**config.mk**
```make
export PLATFORM = sky130hd
export DESIGN_NAME = tti
export DESIGN_NICKNAME = d
export VERILOG_FILES = /design/src/tti_queue_pkg.sv /design/src/tti_csr_pkg.sv /design/src/tti.sv /design/src/tti_irq_status.sv /design/src/tti_queue.sv /design/src/tti_csr_port.sv
export VERILOG_INCLUDE_DIRS = /design/src
export SDC_FILE = /design/constraint.sdc
export NUM_CORES = 2
export LEC_CHECK = 0
export ABC_AREA = 1
export BUFFER_PORTS_ARGS = -buffer_cell sky130_fd_sc_hd__buf_4
export CORE_MARGIN = 4
export CORE_UTILIZATION = 55
export DETAILED_ROUTE_END_ITERATION = 6
export PLACE_DENSITY = 0.72
export SLEW_MARGIN = 20
export SYNTH_ARGS = -nofsm -noshare
export SYNTH_HDL_FRONTEND = slang
export SYNTH_SLANG_ARGS = --single-unit
```
**constraint.sdc**
```tcl
create_clock -name clk_i -period 12.28 [get_ports clk_i]
set_input_delay 2.456 -clock clk_i [delete_from_list [all_inputs] [get_ports clk_i]]
set_output_delay 2.456 -clock clk_i [all_outputs]
set_load 0.05 [all_outputs]
```
**src/tti_settings.svh**
```systemverilog
/* Queue depths must be at least 2 and no larger than 2**TTI_THLD_W - 1.
   TTI_IRQ_N is two bits per queue, five queues */
`ifndef TTI_SETTINGS_SVH
`define TTI_SETTINGS_SVH

// Descriptor queues, RX and TX
`define TTI_DESC_DEPTH 8

// Data queues, RX and TX
`define TTI_DATA_DEPTH 16

`define TTI_IBI_DEPTH 4

// Shared by every ready threshold
`define TTI_THLD_W 5

// Trigger and error bit per queue
`define TTI_IRQ_N 10

`endif
```
**src/tti_queue_pkg.sv**
```systemverilog
/* Queue payloads and the control and status exchanged with each queue.
   Payload types must stay within one 32-bit CSR word */
`include "tti_settings.svh"

package tti_queue_pkg;

  // Received-transfer descriptor
  typedef struct packed {
    logic [3:0]  rsvd;
    logic [3:0]  err;
    logic [7:0]  cmd;
    logic [15:0] data_len;
  } rx_desc_t;

  // Transmit descriptor
  typedef struct packed {
    logic [7:0]  rsvd;
    logic [7:0]  tag;
    logic [15:0] data_len;
  } tx_desc_t;

  typedef logic [31:0] data_word_t;  // Also used for IBI entries

  typedef struct packed {
    logic                   req;       // Already qualified by direction
    logic [31:0]            wr_data;
    logic [`TTI_THLD_W-1:0] ready_thld;
    logic                   thld_we;
    logic                   soft_rst;
  } queue_ctrl_t;

  typedef struct packed {
    logic                   full;
    logic                   empty;
    logic                   ready_trig;
    logic                   overflow;
    logic                   underflow;
    logic                   ack;
    logic [31:0]            rd_data;
    logic [`TTI_THLD_W-1:0] ready_thld_eff;
    logic                   rst_clr_we;  // Clears CSR reset bit
  } queue_stat_t;

endpackage

```
**src/tti_csr_pkg.sv**
```systemverilog
/* Register file view of the transaction interface. Requires tti_queue_pkg compiled first */
`include "tti_settings.svh"

package tti_csr_pkg;

  typedef struct packed {
    logic        req;
    logic        req_is_wr;
    logic [31:0] wr_data;
  } csr_port_t;

  typedef struct packed {
    logic [`TTI_THLD_W-1:0] value;
    logic                   swmod;  // Pulses on software write
  } csr_thld_t;

  typedef struct packed {
    csr_port_t             rx_desc_port;
    csr_port_t             rx_data_port;
    csr_port_t             tx_desc_port;
    csr_port_t             tx_data_port;
    csr_port_t             ibi_port;
    csr_thld_t             rx_desc_thld;
    csr_thld_t             rx_data_thld;
    csr_thld_t             tx_desc_thld;
    csr_thld_t             tx_data_thld;
    csr_thld_t             ibi_thld;
    logic                  rx_desc_rst;
    logic                  rx_data_rst;
    logic                  tx_desc_rst;
    logic                  tx_data_rst;
    logic                  ibi_rst;
    logic [`TTI_IRQ_N-1:0] irq_w1c;
    logic [`TTI_IRQ_N-1:0] irq_enable;
  } csr_tti_out_t;

  // Status bit 2q is the trigger of queue q, 2q+1 its overflow or underflow
  typedef struct packed {
    tti_queue_pkg::queue_stat_t rx_desc_stat;
    tti_queue_pkg::queue_stat_t rx_data_stat;
    tti_queue_pkg::queue_stat_t tx_desc_stat;
    tti_queue_pkg::queue_stat_t tx_data_stat;
    tti_queue_pkg::queue_stat_t ibi_stat;
    logic [`TTI_IRQ_N-1:0]      irq_status;
    logic                       irq;
  } csr_tti_in_t;

endpackage

```
**src/tti.sv**
```systemverilog
`timescale 1ns/1ps
/* RX queues take bus writes and CSR reads, TX and IBI queues take CSR writes and bus reads.
   Start thresholds are not supported */
`include "tti_settings.svh"

module tti (
  input  logic                      clk_i,
  input  logic                      rst_ni,
  input  tti_csr_pkg::csr_tti_out_t csr_i,
  output tti_csr_pkg::csr_tti_in_t  csr_o,
  input  logic                      rx_desc_wvalid_i,
  input  tti_queue_pkg::rx_desc_t   rx_desc_wdata_i,
  output logic                      rx_desc_wready_o,
  input  logic                      rx_data_wvalid_i,
  input  tti_queue_pkg::data_word_t rx_data_wdata_i,
  output logic                      rx_data_wready_o,
  output logic                      tx_desc_rvalid_o,
  input  logic                      tx_desc_rready_i,
  output tti_queue_pkg::tx_desc_t   tx_desc_rdata_o,
  output logic                      tx_data_rvalid_o,
  input  logic                      tx_data_rready_i,
  output tti_queue_pkg::data_word_t tx_data_rdata_o,
  output logic                      ibi_rvalid_o,
  input  logic                      ibi_rready_i,
  output tti_queue_pkg::data_word_t ibi_rdata_o
);

  tti_queue_pkg::queue_ctrl_t ctrl [5];
  tti_queue_pkg::queue_stat_t stat [5];  // Index matches interrupt bit pairs

  tti_csr_port u_csr_port (
    .clk_i, .rst_ni, .csr_i,
    .rx_desc_ctrl_o(ctrl[0]), .rx_data_ctrl_o(ctrl[1]), .tx_desc_ctrl_o(ctrl[2]),
    .tx_data_ctrl_o(ctrl[3]), .ibi_ctrl_o(ctrl[4])
  );

  tti_queue #(
    .T(tti_queue_pkg::rx_desc_t), .Depth(`TTI_DESC_DEPTH), .CsrWrites(1'b0)
  ) u_rx_desc (
    .clk_i, .rst_ni, .ctrl_i(ctrl[0]), .stat_o(stat[0]),
    .bus_valid_i(rx_desc_wvalid_i), .bus_data_i(rx_desc_wdata_i), .bus_ready_i(1'b0),
    .bus_ready_o(rx_desc_wready_o), .bus_valid_o(), .bus_data_o()
  );

  tti_queue #(
    .T(tti_queue_pkg::data_word_t), .Depth(`TTI_DATA_DEPTH), .CsrWrites(1'b0)
  ) u_rx_data (
    .clk_i, .rst_ni, .ctrl_i(ctrl[1]), .stat_o(stat[1]),
    .bus_valid_i(rx_data_wvalid_i), .bus_data_i(rx_data_wdata_i), .bus_ready_i(1'b0),
    .bus_ready_o(rx_data_wready_o), .bus_valid_o(), .bus_data_o()
  );

  tti_queue #(
    .T(tti_queue_pkg::tx_desc_t), .Depth(`TTI_DESC_DEPTH), .CsrWrites(1'b1)
  ) u_tx_desc (
    .clk_i, .rst_ni, .ctrl_i(ctrl[2]), .stat_o(stat[2]),
    .bus_valid_i(1'b0), .bus_data_i('0), .bus_ready_i(tx_desc_rready_i),
    .bus_ready_o(), .bus_valid_o(tx_desc_rvalid_o), .bus_data_o(tx_desc_rdata_o)
  );

  tti_queue #(
    .T(tti_queue_pkg::data_word_t), .Depth(`TTI_DATA_DEPTH), .CsrWrites(1'b1)
  ) u_tx_data (
    .clk_i, .rst_ni, .ctrl_i(ctrl[3]), .stat_o(stat[3]),
    .bus_valid_i(1'b0), .bus_data_i('0), .bus_ready_i(tx_data_rready_i),
    .bus_ready_o(), .bus_valid_o(tx_data_rvalid_o), .bus_data_o(tx_data_rdata_o)
  );

  tti_queue #(
    .T(tti_queue_pkg::data_word_t), .Depth(`TTI_IBI_DEPTH), .CsrWrites(1'b1)
  ) u_ibi (
    .clk_i, .rst_ni, .ctrl_i(ctrl[4]), .stat_o(stat[4]),
    .bus_valid_i(1'b0), .bus_data_i('0), .bus_ready_i(ibi_rready_i),
    .bus_ready_o(), .bus_valid_o(ibi_rvalid_o), .bus_data_o(ibi_rdata_o)
  );

  tti_irq_status u_irq_status (
    .clk_i, .rst_ni, .stat_i(stat),
    .w1c_i(csr_i.irq_w1c), .enable_i(csr_i.irq_enable),
    .status_o(csr_o.irq_status), .irq_o(csr_o.irq)
  );

  assign csr_o.rx_desc_stat = stat[0];
  assign csr_o.rx_data_stat = stat[1];
  assign csr_o.tx_desc_stat = stat[2];
  assign csr_o.tx_data_stat = stat[3];
  assign csr_o.ibi_stat     = stat[4];

endmodule

```
**src/tti_irq_status.sv**
```systemverilog
`timescale 1ns/1ps
/* Bit 2q flags a rising trigger of queue q, bit 2q+1 its overflow or underflow.
   A set in the same cycle as a W1C wins */
`include "tti_settings.svh"

module tti_irq_status (
  input  logic                       clk_i,
  input  logic                       rst_ni,
  input  tti_queue_pkg::queue_stat_t stat_i [`TTI_IRQ_N/2],
  input  logic [`TTI_IRQ_N-1:0]      w1c_i,
  input  logic [`TTI_IRQ_N-1:0]      enable_i,
  output logic [`TTI_IRQ_N-1:0]      status_o,
  output logic                       irq_o
);

  localparam int unsigned NumQueues = `TTI_IRQ_N / 2;

  logic [NumQueues-1:0]  trig;
  logic [NumQueues-1:0]  trig_q;
  logic [`TTI_IRQ_N-1:0] set;
  logic [`TTI_IRQ_N-1:0] status_q;
  logic                  irq_q;

  always_comb begin
    for (int q = 0; q < NumQueues; q++) begin
      trig[q]      = stat_i[q].ready_trig;
      set[2*q]     = stat_i[q].ready_trig & ~trig_q[q];  // Rising edge only
      set[2*q + 1] = stat_i[q].overflow | stat_i[q].underflow;
    end
  end

  always_ff @(posedge clk_i or negedge rst_ni) begin
    if (!rst_ni) begin
      trig_q   <= '0;
      status_q <= '0;
      irq_q    <= 1'b0;
    end else begin
      trig_q   <= trig;
      status_q <= (status_q & ~w1c_i) | set;
      irq_q    <= |(status_q & enable_i);
    end
  end

  assign status_o = status_q;
  assign irq_o    = irq_q;

endmodule

```
**src/tti_queue.sv**
```systemverilog
`timescale 1ns/1ps
/* T must be packed and at most 32 bits. Depth at least 2 and within the threshold range.
   CsrWrites=0 gives a bus-written, CSR-read queue; CsrWrites=1 the reverse */
`include "tti_settings.svh"

module tti_queue #(
  parameter type         T         = logic [31:0],
  parameter int unsigned Depth     = 8,
  parameter bit          CsrWrites = 1'b0
) (
  input  logic                       clk_i,
  input  logic                       rst_ni,
  input  tti_queue_pkg::queue_ctrl_t ctrl_i,
  input  logic                       bus_valid_i,
  input  logic                       bus_ready_i,
  input  T                           bus_data_i,
  output logic                       bus_valid_o,
  output logic                       bus_ready_o,
  output T                           bus_data_o,
  output tti_queue_pkg::queue_stat_t stat_o
);

  localparam int unsigned AddrW = $clog2(Depth);
  localparam int unsigned CntW  = $clog2(Depth + 1);
  localparam int unsigned ThldW = `TTI_THLD_W;

  T                    mem_q [Depth];
  logic [AddrW-1:0]    wr_ptr_q;
  logic [AddrW-1:0]    rd_ptr_q;
  logic [CntW-1:0]     count_q;
  logic                full;
  logic                empty;
  logic                push;
  logic                pop;
  T                    push_data;
  logic [$bits(T)-1:0] head_bits;
  logic [ThldW-1:0]    thld_q;
  logic [ThldW-1:0]    fill;
  logic [ThldW-1:0]    space;
  logic                trig;
  logic                ack_q;
  logic                ovf_q;
  logic                udf_q;
  logic [31:0]         rd_data_q;
  logic                rst_seen_q;
  logic                rst_clr_q;

  function automatic logic [AddrW-1:0] ptr_inc(input logic [AddrW-1:0] ptr);
    return (ptr == AddrW'(Depth - 1)) ? '0 : ptr + 1'b1;
  endfunction

  assign empty = (count_q == '0);
  assign full  = (count_q == CntW'(Depth));

  assign bus_valid_o = ~empty;
  assign bus_ready_o = ~full;  // Combinational wready
  assign bus_data_o  = mem_q[rd_ptr_q];
  assign head_bits   = bus_data_o;

  always_comb begin
    if (CsrWrites) begin
      push      = ctrl_i.req & ~full;
      pop       = bus_ready_i & ~empty;
      push_data = T'(ctrl_i.wr_data[$bits(T)-1:0]);
    end else begin
      push      = bus_valid_i & ~full;
      pop       = ctrl_i.req & ~empty;
      push_data = bus_data_i;
    end
  end

  always_ff @(posedge clk_i or negedge rst_ni) begin
    if (!rst_ni) begin
      wr_ptr_q <= '0;
      rd_ptr_q <= '0;
      count_q  <= '0;
    end else if (ctrl_i.soft_rst) begin  // Flush on every edge while held
      wr_ptr_q <= '0;
      rd_ptr_q <= '0;
      count_q  <= '0;
    end else begin
      if (push) wr_ptr_q <= ptr_inc(wr_ptr_q);
      if (pop) rd_ptr_q <= ptr_inc(rd_ptr_q);
      if (push && !pop) count_q <= count_q + 1'b1;
      else if (pop && !push) count_q <= count_q - 1'b1;
    end
  end

  always_ff @(posedge clk_i) begin
    if (push && !ctrl_i.soft_rst) mem_q[wr_ptr_q] <= push_data;
  end

  // CSR side responds in the cycle after the request
  always_ff @(posedge clk_i or negedge rst_ni) begin
    if (!rst_ni) begin
      ack_q      <= 1'b0;
      ovf_q      <= 1'b0;
      udf_q      <= 1'b0;
      rd_data_q  <= '0;
      thld_q     <= '0;
      rst_seen_q <= 1'b0;
      rst_clr_q  <= 1'b0;
    end else begin
      ack_q <= ctrl_i.req;
      ovf_q <= CsrWrites & ctrl_i.req & full;
      udf_q <= ~CsrWrites & ctrl_i.req & empty;
      if (ctrl_i.req) rd_data_q <= (CsrWrites || empty) ? '0 : 32'(head_bits);
      if (ctrl_i.thld_we) begin
        thld_q <= (ctrl_i.ready_thld > ThldW'(Depth)) ? ThldW'(Depth) : ctrl_i.ready_thld;
      end
      rst_seen_q <= ctrl_i.soft_rst;
      rst_clr_q  <= ctrl_i.soft_rst & ~rst_seen_q;  // One shot per reset request
    end
  end

  // RX compares fill level, TX and IBI compare free space
  assign fill  = ThldW'(count_q);
  assign space = ThldW'(Depth) - fill;
  assign trig  = (thld_q != '0) && ((CsrWrites ? space : fill) >= thld_q);

  always_comb begin
    stat_o.full           = full;
    stat_o.empty          = empty;
    stat_o.ready_trig     = trig;
    stat_o.overflow       = ovf_q;
    stat_o.underflow      = udf_q;
    stat_o.ack            = ack_q;
    stat_o.rd_data        = rd_data_q;
    stat_o.ready_thld_eff = thld_q;
    stat_o.rst_clr_we     = rst_clr_q;
  end

endmodule

```
**src/tti_csr_port.sv**
```systemverilog
`timescale 1ns/1ps
/* RX ports only honor reads, TX and IBI ports only writes.
   Threshold values must hold for two cycles after swmod */
`include "tti_settings.svh"

module tti_csr_port (
  input  logic                       clk_i,
  input  logic                       rst_ni,
  input  tti_csr_pkg::csr_tti_out_t  csr_i,
  output tti_queue_pkg::queue_ctrl_t rx_desc_ctrl_o,
  output tti_queue_pkg::queue_ctrl_t rx_data_ctrl_o,
  output tti_queue_pkg::queue_ctrl_t tx_desc_ctrl_o,
  output tti_queue_pkg::queue_ctrl_t tx_data_ctrl_o,
  output tti_queue_pkg::queue_ctrl_t ibi_ctrl_o
);

  logic [4:0] swmod_q;    // Queue order rx_desc, rx_data, tx_desc, tx_data, ibi
  logic [4:0] thld_we_q;

  function automatic tti_queue_pkg::queue_ctrl_t build_ctrl(
    input tti_csr_pkg::csr_port_t port,
    input logic                   csr_writes,
    input logic [`TTI_THLD_W-1:0] thld,
    input logic                   thld_we,
    input logic                   soft_rst
  );
    tti_queue_pkg::queue_ctrl_t ctrl;
    ctrl.req        = port.req & (port.req_is_wr == csr_writes);
    ctrl.wr_data    = port.wr_data;
    ctrl.ready_thld = thld;
    ctrl.thld_we    = thld_we;
    ctrl.soft_rst   = soft_rst;
    return ctrl;
  endfunction

  // Write enable trails swmod by two cycles
  always_ff @(posedge clk_i or negedge rst_ni) begin
    if (!rst_ni) begin
      swmod_q   <= '0;
      thld_we_q <= '0;
    end else begin
      swmod_q   <= {csr_i.ibi_thld.swmod,
                    csr_i.tx_data_thld.swmod,
                    csr_i.tx_desc_thld.swmod,
                    csr_i.rx_data_thld.swmod,
                    csr_i.rx_desc_thld.swmod};
      thld_we_q <= swmod_q;
    end
  end

  assign rx_desc_ctrl_o = build_ctrl(csr_i.rx_desc_port, 1'b0, csr_i.rx_desc_thld.value,
                                     thld_we_q[0], csr_i.rx_desc_rst);
  assign rx_data_ctrl_o = build_ctrl(csr_i.rx_data_port, 1'b0, csr_i.rx_data_thld.value,
                                     thld_we_q[1], csr_i.rx_data_rst);
  assign tx_desc_ctrl_o = build_ctrl(csr_i.tx_desc_port, 1'b1, csr_i.tx_desc_thld.value,
                                     thld_we_q[2], csr_i.tx_desc_rst);
  assign tx_data_ctrl_o = build_ctrl(csr_i.tx_data_port, 1'b1, csr_i.tx_data_thld.value,
                                     thld_we_q[3], csr_i.tx_data_rst);
  assign ibi_ctrl_o     = build_ctrl(csr_i.ibi_port, 1'b1, csr_i.ibi_thld.value,
                                     thld_we_q[4], csr_i.ibi_rst);

endmodule

```
==> impl_metrics.yaml <==
die:
  fp-row-count: 135
  initial_core_util_pct: 55.40
  ios: 628
  die_w_um: 377.4
  fp.coreArea_um2: 135500
  die_area_um2: 142400
  fp.dieH_um: 377.4
placed_design:
  dpl.hpwl_um: 96310
  gp_congestion: 0.7965
  port_buffers: 462
clock_network:
  clk_latency_ns: 0.80
  htreeDepth: 4
  cts_buffer_depth: 3
  cts_tree: "built"
  clock-root-buffer: "clkbuf_16"
  cts_buffers: 180
  clock-sinks: 1852
  ctsHoldBuffers: 0
  clkTransAtPathRegs_ns: 0.06
  postCtsSetupBuffers: 0
  ctsResizeCount: 0
sta:
  fin_tns_setup_ns: 0
  fmax_mhz: 145.6
  tightest_slew_ns: 1.184
  slew_violations: 0
  holdWs_ns: 0.3475
  skew_ns: 0.04996
  hold_violations: 0
  grt_setup_unrepaired: "false"
  slew_headroom_pct: 20.93
  fin_crit_ns: 6.870
  finalCritPeriodShare_pct: 55.95
  finalSetupViolations: 0
hold_path:
  hold_end: "u_csr_port.thld_we_q[3]"
  hold_path_depth: 0
  min_from: "u_csr_port.swmod_q[3]"
  min_path_type: "reg2reg"
detailed_routing:
  drtIter0Drc: 4533
  vias: 47560
  firstDrtPassIters: 6
  drtAntennaViolNets: 0
  wl_met2_um: 87770
  wl_met1_um: 71630
  wirelength_um: 180000
  wl_met3_um: 15630
  viasPerCell: 5.597
  highest_layer: "met5"
  drc: 0
  wl_per_cell_um: 21.18
logic_synthesis:
  synth_seq_area_share_pct: 72.85
  syn_area_um2: 75050
  synthFlopType: "edfxtp_1"
  synth_common_cells: "1,664 x edfxtp_1, 1,204 x nand2_1, 757 x nor2_1, 540 x o21ai_0, 439 x nand3_1"
  ys_ff_latch: 1852
  async_reset_ff_share_pct: 10.15
  synth_top_area_cell: "edfxtp_1"
  synth-edff-count: 1664
  synthMostInstantiatedCell: "edfxtp_1"
  yosysWarnings: 0
  syn_area_per_cell_um2: 12.18
  synth_cell_types: 41
  synth_top_cell_area_share_pct: 66.58
  syn_inst: 6164
  synthTopCellsByArea: "edfxtp_1 67%, dfrtp_1 6.3%, nand2_1 6.0%"
power_and_ir_drop:
  finalPower_uw: 16930
  ir_worst_vdd_mv: 0.2007
  power_density_nw_per_um2: 198.1
  p_leak_uw: 0.03163
global_route:
  antenna_found_initial: 25
  gr-total-overflow: 0
  grt_max_degree: 229
  track_usage_pct: 24.81
  grt_pass1_wl_um: 270100
  grt_pass1_vias: 46000
final_layout:
  nets: 6909
  syn_to_final_growth_pct: 13.88
  drive_above_1_share_pct: 13.55
critical_path:
  critPathTopFamily: "buffers and inverters"
  crit_arrival_ns: 4.41
  critPathKind: "reg2out"
  cp_max_fo: 94
  cp-end-kind: "output pin"
  cpPeakStageDelay_ns: 0.86
  crit_chain: "buf_4 > buf_4 > o21ai_0 > o211ai_1 > nand4_1 > nand2_1 > buf_4"
  reg2reg_from: "u_rx_data.rd_ptr_q[0]"
  slowest_stage: "dfrtp_4"
  worst_ep_required_time_ns: 9.82
  cp-start-kind: "flop"
  path_common_cell: "buf_4"
  r2r_end: "u_rx_data.rd_data_q[16]"
  critPathBufInv: 3
  r2r_cells: 9
  r2r_slack_ns: 8.42
job:
  drv_cap: 0
status:
  outcome: "finished, final reports clean"
final cells by class:
type                    count  area (µm²)
repair buffers            552        4168
diodes                     20       50.05
inverters                 285        1084
multi-input cells        3671       17380
clock buffers             238        4896
flip-flops and latches   1852       54700
fillers                 10000       50000
well taps                1781        2228
clock inverters            98       959.7
flip-flops by register name, summed over array words and instances, names as in the netlist, 5 cells and up:
name	cells
u_tx_data.mem_q	512
u_rx_desc.mem_q	256
u_rx_desc.rd_data_q	32
u_tx_data.thld_q	5
u_tx_desc.thld_q	5
u_rx_data.mem_q	512
u_rx_desc.thld_q	5
u_tx_desc.mem_q	256
u_ibi.thld_q	5
u_csr_port.swmod_q	5
u_csr_port.thld_we_q	5
u_rx_data.count_q	5
u_ibi.mem_q	128
u_rx_data.thld_q	5
u_tx_data.count_q	5
u_irq_status.status_o	10
u_irq_status.trig_q	5
u_rx_data.rd_data_q	32
where the power goes:
part | switching [µW] | internal, µW
combinational | 3010 | 1130
clock | 2320 | 3100
sequential | 247 | 7130
total | 5580 | 11400
per-stage QoR:
stage / utilization (%) / setup WS [ns] / cell area (µm²) / std cells
6_report: 63.09 / 5.410 / 85460 / 8497
5_1_grt: 63.06 / 5.148 / 85430 / 8484
4_1_cts: 63.05 / 5.352 / 85410 / 8477
3_5_place_dp: 58.73 / 6.228 / 79560 / 8141
3_3_place_gp: 58.73 / 6.339 / 79560 / 8141
2_1_floorplan: - / 6.607 / 75420 / 6264
cell families (layout without fill, tap and decap cells):
| group | Yosys count | after routing | share of synthesized area (%) |
|---|---|---|---|
| simple gates | 2506 | 2506 | 13.62 |
| compound gates | 981 | 981 | 7.192 |
| fa+ha+maj | 71 | 71 | 1.234 |
| buf+inv | 741 | 1173 | 4.961 |
| flops | 1852 | 1852 | 72.85 |
| other cells | 1 | 121 | 0.004997 |
| xor+xnor | 12 | 12 | 0.1400 |
worst reg2reg max path, cell delays in order, from the launching register on:
cell     delay [ns]
dfrtp_4        0.74
inv_6          0.59
buf_4          0.78
buf_4          0.85
o21ai_0        0.32
nand3_1        0.13
nand3_1        0.11
nand2_1        0.11
nand2_1        0.09
nand2_1        0.11
worst max-delay path by stage:
stage,from,endpoint,depth (start not counted)
after global routing,u_tx_data.rd_ptr_q[0],tx_data_rdata_o[12],7
after detailed placement,u_tx_data.rd_ptr_q[0],tx_data_rdata_o[12],7
after global placement,u_tx_data.rd_ptr_q[0],tx_data_rdata_o[12],7
final,u_tx_data.rd_ptr_q[0],tx_data_rdata_o[12],7
after CTS,u_tx_data.rd_ptr_q[0],tx_data_rdata_o[12],7
after floorplan,csr_i[156],u_tx_desc.mem_q[6][0],6
layer usage:
layer	vias to the layer above	global-route usage, %
met5	-	0
met4	16	7.916
met3	310	6.074
met2	1842	41.46
met1	23140	32.25
li1	22250	-
cells in the final DEF (no fill, tap or decap), types with 7 or more instances in the layout:
master      count
nand2_1      1204
o22ai_1        47
nor3_1          7
o211ai_1      131
o21ai_0       540
o21bai_1        8
clkbuf_1       44
edfxtp_1     1664
bufinv_16      13
diode_2        20
nor2_4         41
a31oi_1        34
a21oi_1       150
nand3_1       439
clkbuf_8       11
dfrtp_1       178
nor3_2          8
nand4_1        75
o21ai_1        59
nor2_1        713
xor2_1          8
ha_1           66
inv_6          10
buf_4         549
inv_1         257
clkbuf_16     183
clkinv_1       37
clkinv_2       35
clkinvlp_4     11
inv_2          13
conb_1        101
Note: power is estimated with default switching activity, not from simulation.
